### src/logic/loader_pkg.sv
package loader_pkg;

    // widths
    localparam int KEY_RAW_W    = 8;
    localparam int KEY_CODE_W   = 5;
    localparam int NIBBLE_W     = 4;
    localparam int INST_W       = 16;
    localparam int INST_NIBBLES = 4;
    localparam int NIBBLE_CNT_W = 3;   // counts 0..INST_NIBBLES
    localparam int INST_ADDR_W  = 12;
    localparam int OPND_W       = 4;
    localparam int RESULT_W     = 8;

    localparam logic [INST_ADDR_W-1:0] INST_BASE_ADDR = 12'd31;

    // bit 4 clear means hex digit in bits 3..0
    typedef logic [KEY_CODE_W-1:0] key_code_t;

    localparam key_code_t KEY_SPACE  = 5'h10;
    localparam key_code_t KEY_ENTER  = 5'h11;
    localparam key_code_t KEY_LSHIFT = 5'h12;
    localparam key_code_t KEY_RSHIFT = 5'h13;
    localparam key_code_t KEY_PLUS   = 5'h15;
    localparam key_code_t KEY_MINUS  = 5'h16;
    localparam key_code_t KEY_RUN    = 5'h18;
    localparam key_code_t KEY_MODE_I = 5'h19;
    localparam key_code_t KEY_MODE_L = 5'h1a;
    localparam key_code_t KEY_NONE   = 5'h1f;

    // hex keys with a second meaning
    localparam key_code_t KEY_CARET  = 5'h06;  // shifted 6
    localparam key_code_t KEY_STAR   = 5'h08;  // shifted 8
    localparam key_code_t KEY_MODE_A = 5'h0a;  // hex a picks the calculator

    typedef struct packed {
        logic      stb;
        key_code_t code;
    } key_evt_t;

    typedef enum logic {KEYMAP_PS2, KEYMAP_UART} keymap_t;

    typedef enum logic [2:0] {
        MODE_INST = 3'd0,
        MODE_UART = 3'd1,
        MODE_CALC = 3'd2,
        MODE_IDLE = 3'd4
    } mode_t;

    typedef enum logic [1:0] {
        ALU_XOR = 2'd0,
        ALU_ADD = 2'd1,
        ALU_SUB = 2'd2,
        ALU_MUL = 2'd3
    } alu_op_t;

    typedef struct packed {
        logic                push;
        logic [NIBBLE_W-1:0] nibble;
        logic                commit;
        logic                rewind;
    } inst_cmd_t;

    typedef struct packed {
        logic              load_a;
        logic              load_op;
        logic              load_b;
        logic [OPND_W-1:0] digit;
        alu_op_t           op;
    } calc_cmd_t;

endpackage
### src/logic/data_loader.sv
`timescale 1ns/1ps

module data_loader (
    input  logic                               clk_100,
    input  logic                               rst,
    input  logic [loader_pkg::KEY_RAW_W-1:0]   key_ps2,
    input  logic                               wen_key_ps2,
    input  logic [loader_pkg::KEY_RAW_W-1:0]   key_uart,
    input  logic                               wen_key_uart,
    output loader_pkg::mode_t                  mode,
    output logic                               mode_flag,
    output logic [loader_pkg::INST_ADDR_W-1:0] inst_addr,
    output logic [loader_pkg::INST_W-1:0]      inst_write,
    output logic                               inst_wen,
    output logic [loader_pkg::RESULT_W-1:0]    alu_out,
    output logic                               result_ready,
    output logic                               ap_start
);

    loader_pkg::key_evt_t  ps2_evt;
    loader_pkg::key_evt_t  uart_evt;
    loader_pkg::inst_cmd_t inst_cmd;
    loader_pkg::calc_cmd_t calc_cmd;
    logic                  word_full;

    key_translate #(.keymap(loader_pkg::KEYMAP_PS2)) ps2_keys (
        .clk_100 (clk_100),
        .rst     (rst),
        .key     (key_ps2),
        .wen     (wen_key_ps2),
        .evt     (ps2_evt)
    );

    key_translate #(.keymap(loader_pkg::KEYMAP_UART)) uart_keys (
        .clk_100 (clk_100),
        .rst     (rst),
        .key     (key_uart),
        .wen     (wen_key_uart),
        .evt     (uart_evt)
    );

    loader_ctrl ctrl (
        .clk_100   (clk_100),
        .rst       (rst),
        .ps2_evt   (ps2_evt),
        .uart_evt  (uart_evt),
        .word_full (word_full),
        .inst_cmd  (inst_cmd),
        .calc_cmd  (calc_cmd),
        .mode      (mode),
        .mode_flag (mode_flag),
        .ap_start  (ap_start)
    );

    inst_assembler inst_asm (
        .clk_100    (clk_100),
        .rst        (rst),
        .cmd        (inst_cmd),
        .inst_write (inst_write),
        .inst_addr  (inst_addr),
        .inst_wen   (inst_wen),
        .word_full  (word_full)
    );

    calc_unit calc (
        .clk_100      (clk_100),
        .rst          (rst),
        .cmd          (calc_cmd),
        .alu_out      (alu_out),
        .result_ready (result_ready)
    );

endmodule

### src/logic/calc_unit.sv
`timescale 1ns/1ps

module calc_unit (
    input  logic                              clk_100,
    input  logic                              rst,
    input  loader_pkg::calc_cmd_t             cmd,
    output logic [loader_pkg::RESULT_W-1:0]   alu_out,
    output logic                              result_ready
);

    logic [loader_pkg::OPND_W-1:0]   opnd_a;
    loader_pkg::alu_op_t             alu_op;
    logic [loader_pkg::RESULT_W-1:0] ext_a;
    logic [loader_pkg::RESULT_W-1:0] ext_b;
    logic [loader_pkg::RESULT_W-1:0] result;
    logic                            done;

    // operands widened before the arithmetic
    assign ext_a = loader_pkg::RESULT_W'(opnd_a);
    assign ext_b = loader_pkg::RESULT_W'(cmd.digit);

    always_comb begin
        case (alu_op)
            loader_pkg::ALU_XOR: result = ext_a ^ ext_b;
            loader_pkg::ALU_ADD: result = ext_a + ext_b;
            loader_pkg::ALU_SUB: result = ext_a - ext_b;  // wraps mod 256
            default:             result = ext_a * ext_b;
        endcase
    end

    always_ff @(posedge clk_100) begin
        if (cmd.load_a) begin
            opnd_a <= cmd.digit;
        end
        if (cmd.load_op) begin
            alu_op <= cmd.op;
        end
    end

    always_ff @(posedge clk_100) begin
        if (rst) begin
            alu_out      <= '0;
            done         <= 1'b0;
            result_ready <= 1'b0;
        end else begin
            done         <= cmd.load_b;
            result_ready <= done;     // one cycle after the result lands
            if (cmd.load_b) begin
                alu_out <= result;
            end
        end
    end

endmodule

### src/logic/inst_assembler.sv
`timescale 1ns/1ps

module inst_assembler (
    input  logic                                clk_100,
    input  logic                                rst,
    input  loader_pkg::inst_cmd_t               cmd,
    output logic [loader_pkg::INST_W-1:0]       inst_write,
    output logic [loader_pkg::INST_ADDR_W-1:0]  inst_addr,
    output logic                                inst_wen,
    output logic                                word_full
);

    logic [loader_pkg::NIBBLE_CNT_W-1:0] nibble_cnt;

    always_ff @(posedge clk_100) begin
        if (rst) begin
            inst_write <= '0;
            inst_addr  <= loader_pkg::INST_BASE_ADDR;
            nibble_cnt <= '0;
        end else if (cmd.rewind) begin
            // back to the start of the program
            inst_write <= '0;
            inst_addr  <= loader_pkg::INST_BASE_ADDR;
            nibble_cnt <= '0;
        end else if (cmd.commit) begin
            inst_write <= '0;
            inst_addr  <= inst_addr + 1'b1;
            nibble_cnt <= '0;
        end else if (cmd.push && !word_full) begin
            // newest digit enters at the low end
            inst_write <= {inst_write[loader_pkg::INST_W-loader_pkg::NIBBLE_W-1:0], cmd.nibble};
            nibble_cnt <= nibble_cnt + 1'b1;
        end
    end

    assign word_full = (nibble_cnt == loader_pkg::NIBBLE_CNT_W'(loader_pkg::INST_NIBBLES));
    assign inst_wen  = word_full;  // word is ready to be written

endmodule

### src/logic/loader_ctrl.sv
`timescale 1ns/1ps

module loader_ctrl (
    input  logic                  clk_100,
    input  logic                  rst,
    input  loader_pkg::key_evt_t  ps2_evt,
    input  loader_pkg::key_evt_t  uart_evt,
    input  logic                  word_full,
    output loader_pkg::inst_cmd_t inst_cmd,
    output loader_pkg::calc_cmd_t calc_cmd,
    output loader_pkg::mode_t     mode,
    output logic                  mode_flag,
    output logic                  ap_start
);

    typedef enum logic [2:0] {
        ST_IDLE,
        ST_I_ENTRY,
        ST_L_ENTRY,
        ST_A_OPND_A,
        ST_A_SHIFT,
        ST_A_OPER,
        ST_A_OPND_B
    } state_t;

    state_t                state;
    state_t                state_next;
    loader_pkg::key_code_t prev_code;
    loader_pkg::key_evt_t  entry_evt;
    loader_pkg::inst_cmd_t inst_cmd_next;
    loader_pkg::calc_cmd_t calc_cmd_next;
    logic                  mode_flag_next;
    logic                  ap_start_next;
    logic                  ps2_hex;
    logic                  entry_hex;

    // L mode listens to the uart, everything else to the keyboard
    assign entry_evt = (state == ST_L_ENTRY) ? uart_evt : ps2_evt;
    assign ps2_hex   = ps2_evt.stb && !ps2_evt.code[4];
    assign entry_hex = entry_evt.stb && !entry_evt.code[4];

    always_comb begin
        state_next     = state;
        inst_cmd_next  = '0;
        calc_cmd_next  = '0;
        mode_flag_next = 1'b0;
        ap_start_next  = 1'b0;
        case (state)
            ST_IDLE: begin
                if (ps2_evt.stb && ps2_evt.code == loader_pkg::KEY_ENTER) begin
                    mode_flag_next       = 1'b1;
                    inst_cmd_next.rewind = 1'b1;
                    case (prev_code)
                        loader_pkg::KEY_MODE_I: state_next = ST_I_ENTRY;
                        loader_pkg::KEY_MODE_L: state_next = ST_L_ENTRY;
                        loader_pkg::KEY_MODE_A: state_next = ST_A_OPND_A;
                        default:                state_next = ST_IDLE;
                    endcase
                end
            end
            ST_I_ENTRY, ST_L_ENTRY: begin
                if (entry_hex && !word_full) begin
                    inst_cmd_next.push   = 1'b1;
                    inst_cmd_next.nibble = entry_evt.code[3:0];
                end else if (entry_evt.stb && entry_evt.code == loader_pkg::KEY_ENTER &&
                             word_full) begin
                    inst_cmd_next.commit = 1'b1;
                end else if (entry_evt.stb && entry_evt.code == loader_pkg::KEY_RUN) begin
                    inst_cmd_next.rewind = 1'b1;
                    ap_start_next        = 1'b1;
                    state_next           = ST_IDLE;
                end
            end
            ST_A_OPND_A: begin
                if (ps2_hex) begin
                    calc_cmd_next.load_a = 1'b1;
                    calc_cmd_next.digit  = ps2_evt.code[3:0];
                    state_next           = ST_A_SHIFT;
                end
            end
            ST_A_SHIFT: begin
                if (ps2_evt.stb && (ps2_evt.code == loader_pkg::KEY_LSHIFT ||
                                    ps2_evt.code == loader_pkg::KEY_RSHIFT)) begin
                    state_next = ST_A_OPER;
                end
            end
            ST_A_OPER: begin
                if (ps2_evt.stb) begin
                    // shift is held, so 6 and 8 stand for ^ and *
                    case (ps2_evt.code)
                        loader_pkg::KEY_CARET: calc_cmd_next.op = loader_pkg::ALU_XOR;
                        loader_pkg::KEY_PLUS:  calc_cmd_next.op = loader_pkg::ALU_ADD;
                        loader_pkg::KEY_MINUS: calc_cmd_next.op = loader_pkg::ALU_SUB;
                        loader_pkg::KEY_STAR:  calc_cmd_next.op = loader_pkg::ALU_MUL;
                        default:               calc_cmd_next.op = loader_pkg::ALU_XOR;
                    endcase
                    if (ps2_evt.code == loader_pkg::KEY_CARET ||
                        ps2_evt.code == loader_pkg::KEY_PLUS ||
                        ps2_evt.code == loader_pkg::KEY_MINUS ||
                        ps2_evt.code == loader_pkg::KEY_STAR) begin
                        calc_cmd_next.load_op = 1'b1;
                        state_next            = ST_A_OPND_B;
                    end
                end
            end
            ST_A_OPND_B: begin
                if (ps2_hex) begin
                    calc_cmd_next.load_b = 1'b1;
                    calc_cmd_next.digit  = ps2_evt.code[3:0];
                    state_next           = ST_IDLE;
                end
            end
            default: state_next = ST_IDLE;
        endcase
    end

    always_comb begin
        case (state)
            ST_I_ENTRY: mode = loader_pkg::MODE_INST;
            ST_L_ENTRY: mode = loader_pkg::MODE_UART;
            ST_A_OPND_A, ST_A_SHIFT, ST_A_OPER, ST_A_OPND_B: mode = loader_pkg::MODE_CALC;
            default:    mode = loader_pkg::MODE_IDLE;
        endcase
    end

    always_ff @(posedge clk_100) begin
        if (rst) begin
            state     <= ST_IDLE;
            prev_code <= loader_pkg::KEY_NONE;
            inst_cmd  <= '0;
            calc_cmd  <= '0;
            mode_flag <= 1'b0;
            ap_start  <= 1'b0;
        end else begin
            state     <= state_next;
            inst_cmd  <= inst_cmd_next;
            calc_cmd  <= calc_cmd_next;
            mode_flag <= mode_flag_next;
            ap_start  <= ap_start_next;
            if (ps2_evt.stb) begin
                prev_code <= ps2_evt.code;  // mode key waits here for enter
            end
        end
    end

endmodule

### src/logic/key_translate.sv
`timescale 1ns/1ps

module key_translate #(
    parameter loader_pkg::keymap_t keymap = loader_pkg::KEYMAP_PS2
) (
    input  logic                               clk_100,
    input  logic                               rst,
    input  logic [loader_pkg::KEY_RAW_W-1:0]   key,
    input  logic                               wen,
    output loader_pkg::key_evt_t               evt
);

    loader_pkg::key_code_t code;

    // make codes from scan code set 2
    function automatic loader_pkg::key_code_t ps2_lookup(
        input logic [loader_pkg::KEY_RAW_W-1:0] scan
    );
        case (scan)
            8'h45: return 5'h00;
            8'h16: return 5'h01;
            8'h1e: return 5'h02;
            8'h26: return 5'h03;
            8'h25: return 5'h04;
            8'h2e: return 5'h05;
            8'h36: return 5'h06;
            8'h3d: return 5'h07;
            8'h3e: return 5'h08;
            8'h46: return 5'h09;
            8'h1c: return 5'h0a;
            8'h32: return 5'h0b;
            8'h21: return 5'h0c;
            8'h23: return 5'h0d;
            8'h24: return 5'h0e;
            8'h2b: return 5'h0f;
            8'h29: return loader_pkg::KEY_SPACE;
            8'h5a: return loader_pkg::KEY_ENTER;
            8'h12: return loader_pkg::KEY_LSHIFT;
            8'h59: return loader_pkg::KEY_RSHIFT;
            8'h55: return loader_pkg::KEY_PLUS;   // = / + key
            8'h4e: return loader_pkg::KEY_MINUS;
            8'h2d: return loader_pkg::KEY_RUN;    // r
            8'h43: return loader_pkg::KEY_MODE_I; // i
            8'h4b: return loader_pkg::KEY_MODE_L; // l
            default: return loader_pkg::KEY_NONE;
        endcase
    endfunction

    function automatic loader_pkg::key_code_t uart_lookup(
        input logic [loader_pkg::KEY_RAW_W-1:0] ascii
    );
        if (ascii >= 8'h30 && ascii <= 8'h39) begin
            return {1'b0, ascii[3:0]};         // '0'..'9'
        end else if ((ascii >= 8'h41 && ascii <= 8'h46) ||
                     (ascii >= 8'h61 && ascii <= 8'h66)) begin
            return {1'b0, ascii[3:0] + 4'd9};  // a..f either case
        end
        case (ascii)
            8'h20: return loader_pkg::KEY_SPACE;
            8'h0a: return loader_pkg::KEY_ENTER;  // line feed
            8'h52, 8'h72: return loader_pkg::KEY_RUN;
            default: return loader_pkg::KEY_NONE;
        endcase
    endfunction

    assign code = (keymap == loader_pkg::KEYMAP_PS2) ? ps2_lookup(key) : uart_lookup(key);

    always_ff @(posedge clk_100) begin
        if (rst) begin
            evt.stb  <= 1'b0;
            evt.code <= loader_pkg::KEY_NONE;
        end else begin
            evt.stb  <= wen;
            evt.code <= wen ? code : loader_pkg::KEY_NONE;
        end
    end

endmodule

### config.mk
export PLATFORM = sky130hd
export DESIGN_NAME = data_loader
export DESIGN_NICKNAME = d
export VERILOG_FILES = /design/src/logic/loader_pkg.sv /design/src/logic/data_loader.sv /design/src/logic/calc_unit.sv /design/src/logic/inst_assembler.sv /design/src/logic/loader_ctrl.sv /design/src/logic/key_translate.sv
export SDC_FILE = /design/constraint.sdc
export NUM_CORES = 1
export LEC_CHECK = 0
export BUFFER_PORTS_ARGS = -buffer_cell sky130_fd_sc_hd__buf_2
export CAP_MARGIN = 30
export CORE_ASPECT_RATIO = 1.1
export CORE_MARGIN = 2
export CORE_UTILIZATION = 40
export DETAILED_ROUTE_END_ITERATION = 8
export PLACE_DENSITY = 0.69
export SLEW_MARGIN = 20
export SYNTH_ARGS = -nofsm -noshare
export SYNTH_HDL_FRONTEND = slang
export SYNTH_HIERARCHICAL = 1
export SYNTH_SLANG_ARGS = --single-unit
### constraint.sdc
create_clock -name clk_100 -period 3.8 [get_ports clk_100]
set_input_delay 0.76 -clock clk_100 [delete_from_list [all_inputs] [get_ports clk_100]]
set_output_delay 0.76 -clock clk_100 [all_outputs]
set_load 0.005 [all_outputs]
== Word-level counts from Yosys, hierarchy flattened ==
Cells that the tools add are included.

* Reductions and logical operators: 37
* Eq/ne operators: 59
* Order comparisons: 6
* Multiplexer cells: 34
* Multipliers: 1
* Add/sub/neg operators: 5
* Bitwise logic cells: 10

{| class="wikitable"
|+ Operators by type and width
! kind !! count
|-
| $pmux 5 s25 || 1
|-
| $eq 8x6->1 const B || 14
|-
| $eq 8x7->1 const B || 10
|-
| $eq 5x5->1 const B || 9
|-
| $eq 8x5->1 const B || 4
|-
| $mux 3 || 9
|-
| $mux 5 || 5
|-
| $pmux 8 s3 || 1
|-
| $pmux 3 s6 || 1
|-
| $reduce_or 2->1 || 9
|-
| $ge 8x7->1 const B || 2
|-
| $le 8x7->1 const B || 2
|-
| $add 12x1->12 const B || 1
|-
| $eq 3x3->1 const B || 4
|-
| $logic_and 1x1->1 || 12
|-
| $ne 2x1->1 const B || 6
|-
| $pmux 2 s3 || 2
|-
| $pmux 4 s3 || 1
|-
| $reduce_or 3->1 || 4
|-
| $eq 5x4->1 const B || 2
|-
| $mux 1 || 9
|-
| $not 1->1 || 9
|-
| $pmux 3 s3 || 1
|-
| $reduce_and 9->1 || 1
|-
| 24 further kinds || 33
|}

* Logic and storage cells: 177
* Input bits: 20
* Bits in registers: 85

== Depth between registers and ports, before layout ==
* Depth after elaboration: 8
* Gate-level depth with buffers: 12

== Hierarchy ==
Netlist, hierarchy kept.

{| class="wikitable"
|+ Modules (own cells, without submodules)
! module !! seq. area each (sq um) !! cells each !! instances !! area each (sq um)
|-
| calc_unit || 380.4 || 142 || 1 || 1401.3
|-
| inst_assembler || 620.6 || 150 || 1 || 1290.0
|-
| loader_ctrl || 520.5 || 139 || 1 || 1261.2
|-
| key_translate at ps2_keys || 120.1 || 121 || 1 || 930.9
|-
| key_translate at uart_keys || 120.1 || 50 || 1 || 440.4
|}

== Worst setup path after synthesis ==
OpenSTA, ideal clock, no wires.

* Path kind: register to register
* From: register calc/opnd_a[1] (netlist bit)
* To: register calc/alu_out[3] (netlist bit)
* Setup time: 0.088 ns
* Buffers on the path: 0
* Data required time: 3.712 ns
* Path slack: 0.635 ns
* Clock period less this slack: 3.165 ns
* Stages on the path, launching flop included: 12
* Data arrival time: 3.078 ns
* Path through: edfxtp_1 nand2_1 fa_1 inv_1 fa_1 inv_1 fa_1 nand2b_1 a22oi_1 nor3_1 mux2_4 nor4_2

* Cells in the longest elaborated chain, start to end: 2

{| class="wikitable"
|+ RTL lines
! what !! RTL line !! text
|-
| from (decl) || calc_unit.sv:11 || <nowiki>logic [loader_pkg::OPND_W-1:0] opnd_a;</nowiki>
|-
| from (signal assigned) || calc_unit.sv:33 || <nowiki>opnd_a <= cmd.digit;</nowiki>
|-
| $mul 4x4->8, or another cell as far along || calc_unit.sv:27 || <nowiki>default: result = ext_a * ext_b;</nowiki>
|-
| $pmux 8 s3 * || calc_unit.sv:23 || <nowiki>case (alu_op)</nowiki>
|-
| to (signal assigned) || calc_unit.sv:49 || <nowiki>alu_out <= result;</nowiki>
|-
| to (decl) || calc_unit.sv:7 || <nowiki>output logic [loader_pkg::RESULT_W-1:0] alu_out,</nowiki>
|}

Mark *: on every way between the ends. The rest lies on a longest branch, timed or not.
A chain may end at the register's enable or synchronous reset.

== Worst setup path after layout ==
Same ends and word-level chain as after synthesis.

==> run summary <==
Register area share after synthesis = 0.331
DP HPWL = 8.35 mm
Critical Path Start Type = flip-flop
Required time of the critical path = 4.05 ns
Routability cong. = 0.880
Starting Density = 0.406
Final Critical Period = 3.35 ns
DRT antenna net count = 0
DR vias = 4528
Setup TNS = 0 ns
CTS Buf Count = 9
Gr usage total = 0.163
Clk buf depth = 2
Drt pass-1 iters = 4
Clock root cell = clkbuf_16
Main synth FF type = dfxtp_1
Flops & latches, synth = 85
Hold Path Class = reg2reg
Hold Fails Final Rpt = 0
Final core occ = 0.452
CP Capture Type = flip-flop
Top cells by area, synth = dfxtp_1, ha_1, nand2_1
H-tree depth = 3
CTS tree = yes
Hold_buf cts = 0
Max rail drop VDD = 0.201 mV
Layout cells sized above 1 = 0.186
Syn Inst Count = 602
CTS resizes = 0
First-pass GRT wire length = 19.7 mm
Relative slew slack = 0.501
Synthesized area per cell = 8.84 µm²
Die Wd = 114 µm
EDFF count, synth = 6
Vias in the first global route = 4205
Setup violators final = 0
Post-synth top area share = 0.297
Synthesis Warnings = 6
Via-to-Cell Ratio = 5.61
RSZ-0062 raised after global routing = false
Final Skew = 0.00922 ns
GRT overflow = 0
Clk Latency, worst-skew pair = 0.33 ns
Starting DRC count in detailed routing = 377
CORE AREA = 13100 µm²
Syn-to-layout area delta = 11.2%
Full die area = 14300 µm²
Port bufs = 62
Number of max-cap violations = 0
Nets@finish = 695
Total setup buffers inserted after CTS = 0
Pin count of the biggest net entering global routing = 31
Synth Net Count = 656
DRC = 0
Layout filler cell count = 1259
Tcrit/Tclk final = 0.883
Inserted Diodes = 0
Initial antenna violation count = 0
Total Wirelength = 11.6 mm
Status = finished, final reports clean
DIE HEIGHT = 125 µm
PD cells = 316 nW/µm²
Clock transition at the registers of the reported paths = 0.07 ns
Fmax = 0.298 GHz
Worst Path Arrival = 3.60 ns
Synth cell types = 93
Boundary pin count = 63
Pins Over Slew Limit = 0
Cell area after synthesis = 5320 µm²
Maximum fanout along the worst path = 7
Ys async rst share = 0
Routed length per instance = 14.3 µm
Slew at the pin closest to its max-slew limit = 0.745 ns
Post-synth top area cell = dfxtp_1
Critical path class = reg2reg
Row count = 44
CTS sink count = 85
Static Leak = 0.00231 µW
[critical path: stages, from the launching register on]
cell      delay, ns
edfxtp_1       0.50
nand2_1        0.12
fa_1           0.52
inv_1          0.06
fa_1           0.56
inv_1          0.07
fa_1           0.50
nand2b_1       0.16
a22oi_1        0.20
nor3_1         0.07
mux2_4         0.27
nor4_2         0.24
[synth_stat cells (8+ instances only)]
cell and count:
nor2b_1 14, mux2i_1 8, inv_1 29, nand2_1 69
o21ai_0 15, a21oi_1 48, o31ai_1 8, nand2b_1 8
buf_2 11, ha_1 28, clkbuf_1 11, nand3_1 8
nor3_1 14, nand4_1 11, nor2_1 40, dfxtp_1 79
and2_1 12
[final timing paths]
path / start / end / slack, ns / depth (start not counted)
worst min-delay path: ctrl/calc_cmd[0]$_SDFF_PP0_ / calc/alu_op[0]$_DFFE_PP_ / 0.41 / 0
worst max register to register: calc/opnd_a[1]$_DFFE_PP_ / calc/alu_out[3]$_SDFFE_PP0P_ / 0.45 / 11
worst max-delay path: calc/opnd_a[1]$_DFFE_PP_ / calc/alu_out[3]$_SDFFE_PP0P_ / 0.45 / 11
worst min register to register: ctrl/calc_cmd[0]$_SDFF_PP0_ / calc/alu_op[0]$_DFFE_PP_ / 0.41 / 0
[layer usage]
layer | up-vias | GRT usage | share of wire
met4 | 0 | 0.0416 | 0.011
met5 | - | 0 | 0
met2 | 114 | 0.274 | 0.50
li1 | 2254 | - | -
met1 | 2148 | 0.215 | 0.45
met3 | 12 | 0.0291 | 0.036
[power by group]
part	leakage [µW]	switching (µW)	internal, µW
Clock	0.000142	385	460
Combinational	0.00147	72.2	42.4
Sequential	0.000694	6.48	904
Total	0.00231	464	1410
[cell usage in the layout (no fill, tap or decap), types with 4 or more instances in the layout]
master,count
o31ai_1,8
nand2b_1,8
nor2_1,40
nand4_1,11
nand3_1,8
buf_2,62
a31oi_1,7
fa_1,6
nand2_1,69
nor4b_1,5
nor2b_1,14
xor2_1,6
a21oi_1,48
edfxtp_1,6
or4_1,6
nand3b_1,6
ha_1,28
mux2i_1,8
and2_1,12
dfxtp_1,79
a21o_1,4
xnor2_1,7
clkbuf_16,9
and3_1,4
or3_1,6
o21ai_0,15
nor4_1,6
nor3_1,14
inv_1,29
nor4bb_1,4
nor3b_1,6
a211oi_1,7
[registers in the layout (all words and copies together) (netlist names)]
name / flops
ctrl/calc_cmd: 9
ctrl/prev_code: 5
ps2_keys/evt: 6
inst_asm/nibble_cnt: 3
calc/done: 1
calc/result_ready: 1
inst_asm/inst_write: 16
ctrl/mode_flag: 1
calc/alu_op: 2
calc/opnd_a: 4
calc/alu_out: 8
ctrl/state: 3
inst_asm/inst_addr: 12
uart_keys/evt: 6
ctrl/inst_cmd: 7
ctrl/ap_start: 1
[cell type report]
cell class | instances | area [µm²] | share of cell area
clock buffers | 9 | 225 | 0.0380
clock inverters | 7 | 67.6 | 0.0114
inverters | 32 | 120 | 0.0203
multi-input cells | 450 | 3230 | 0.545
flip-flops and latches | 85 | 1760 | 0.298
well taps | 161 | 201 | 0.0340
repair buffers | 63 | 318 | 0.0537
[per-stage QoR]
step | total power, µW | instance area [µm²] | std cells | hold WS (ns) | setup WS (ns)
after floorplan | 1010 | 5320 | 602 | 0.386 | 0.635
after global placement | 1040 | 5630 | 791 | 0.387 | 0.547
after detailed placement | 1040 | 5630 | 791 | 0.394 | 0.456
after CTS | 1890 | 5920 | 807 | 0.410 | 0.437
after global routing | 1950 | 5920 | 807 | 0.413 | 0.213
final | 1870 | 5920 | 807 | 0.408 | 0.446
[cell families after synthesis]
group | synth area share
muxes | 0.0249
xor gates and xnor gates | 0.0214
DFF | 0.331
AOI/OAI and AO/OA | 0.191
buffers and inverters | 0.0630
and+or+nand+nor | 0.280
adders and majority gates | 0.0884
(Power assumes the default switching activity.)
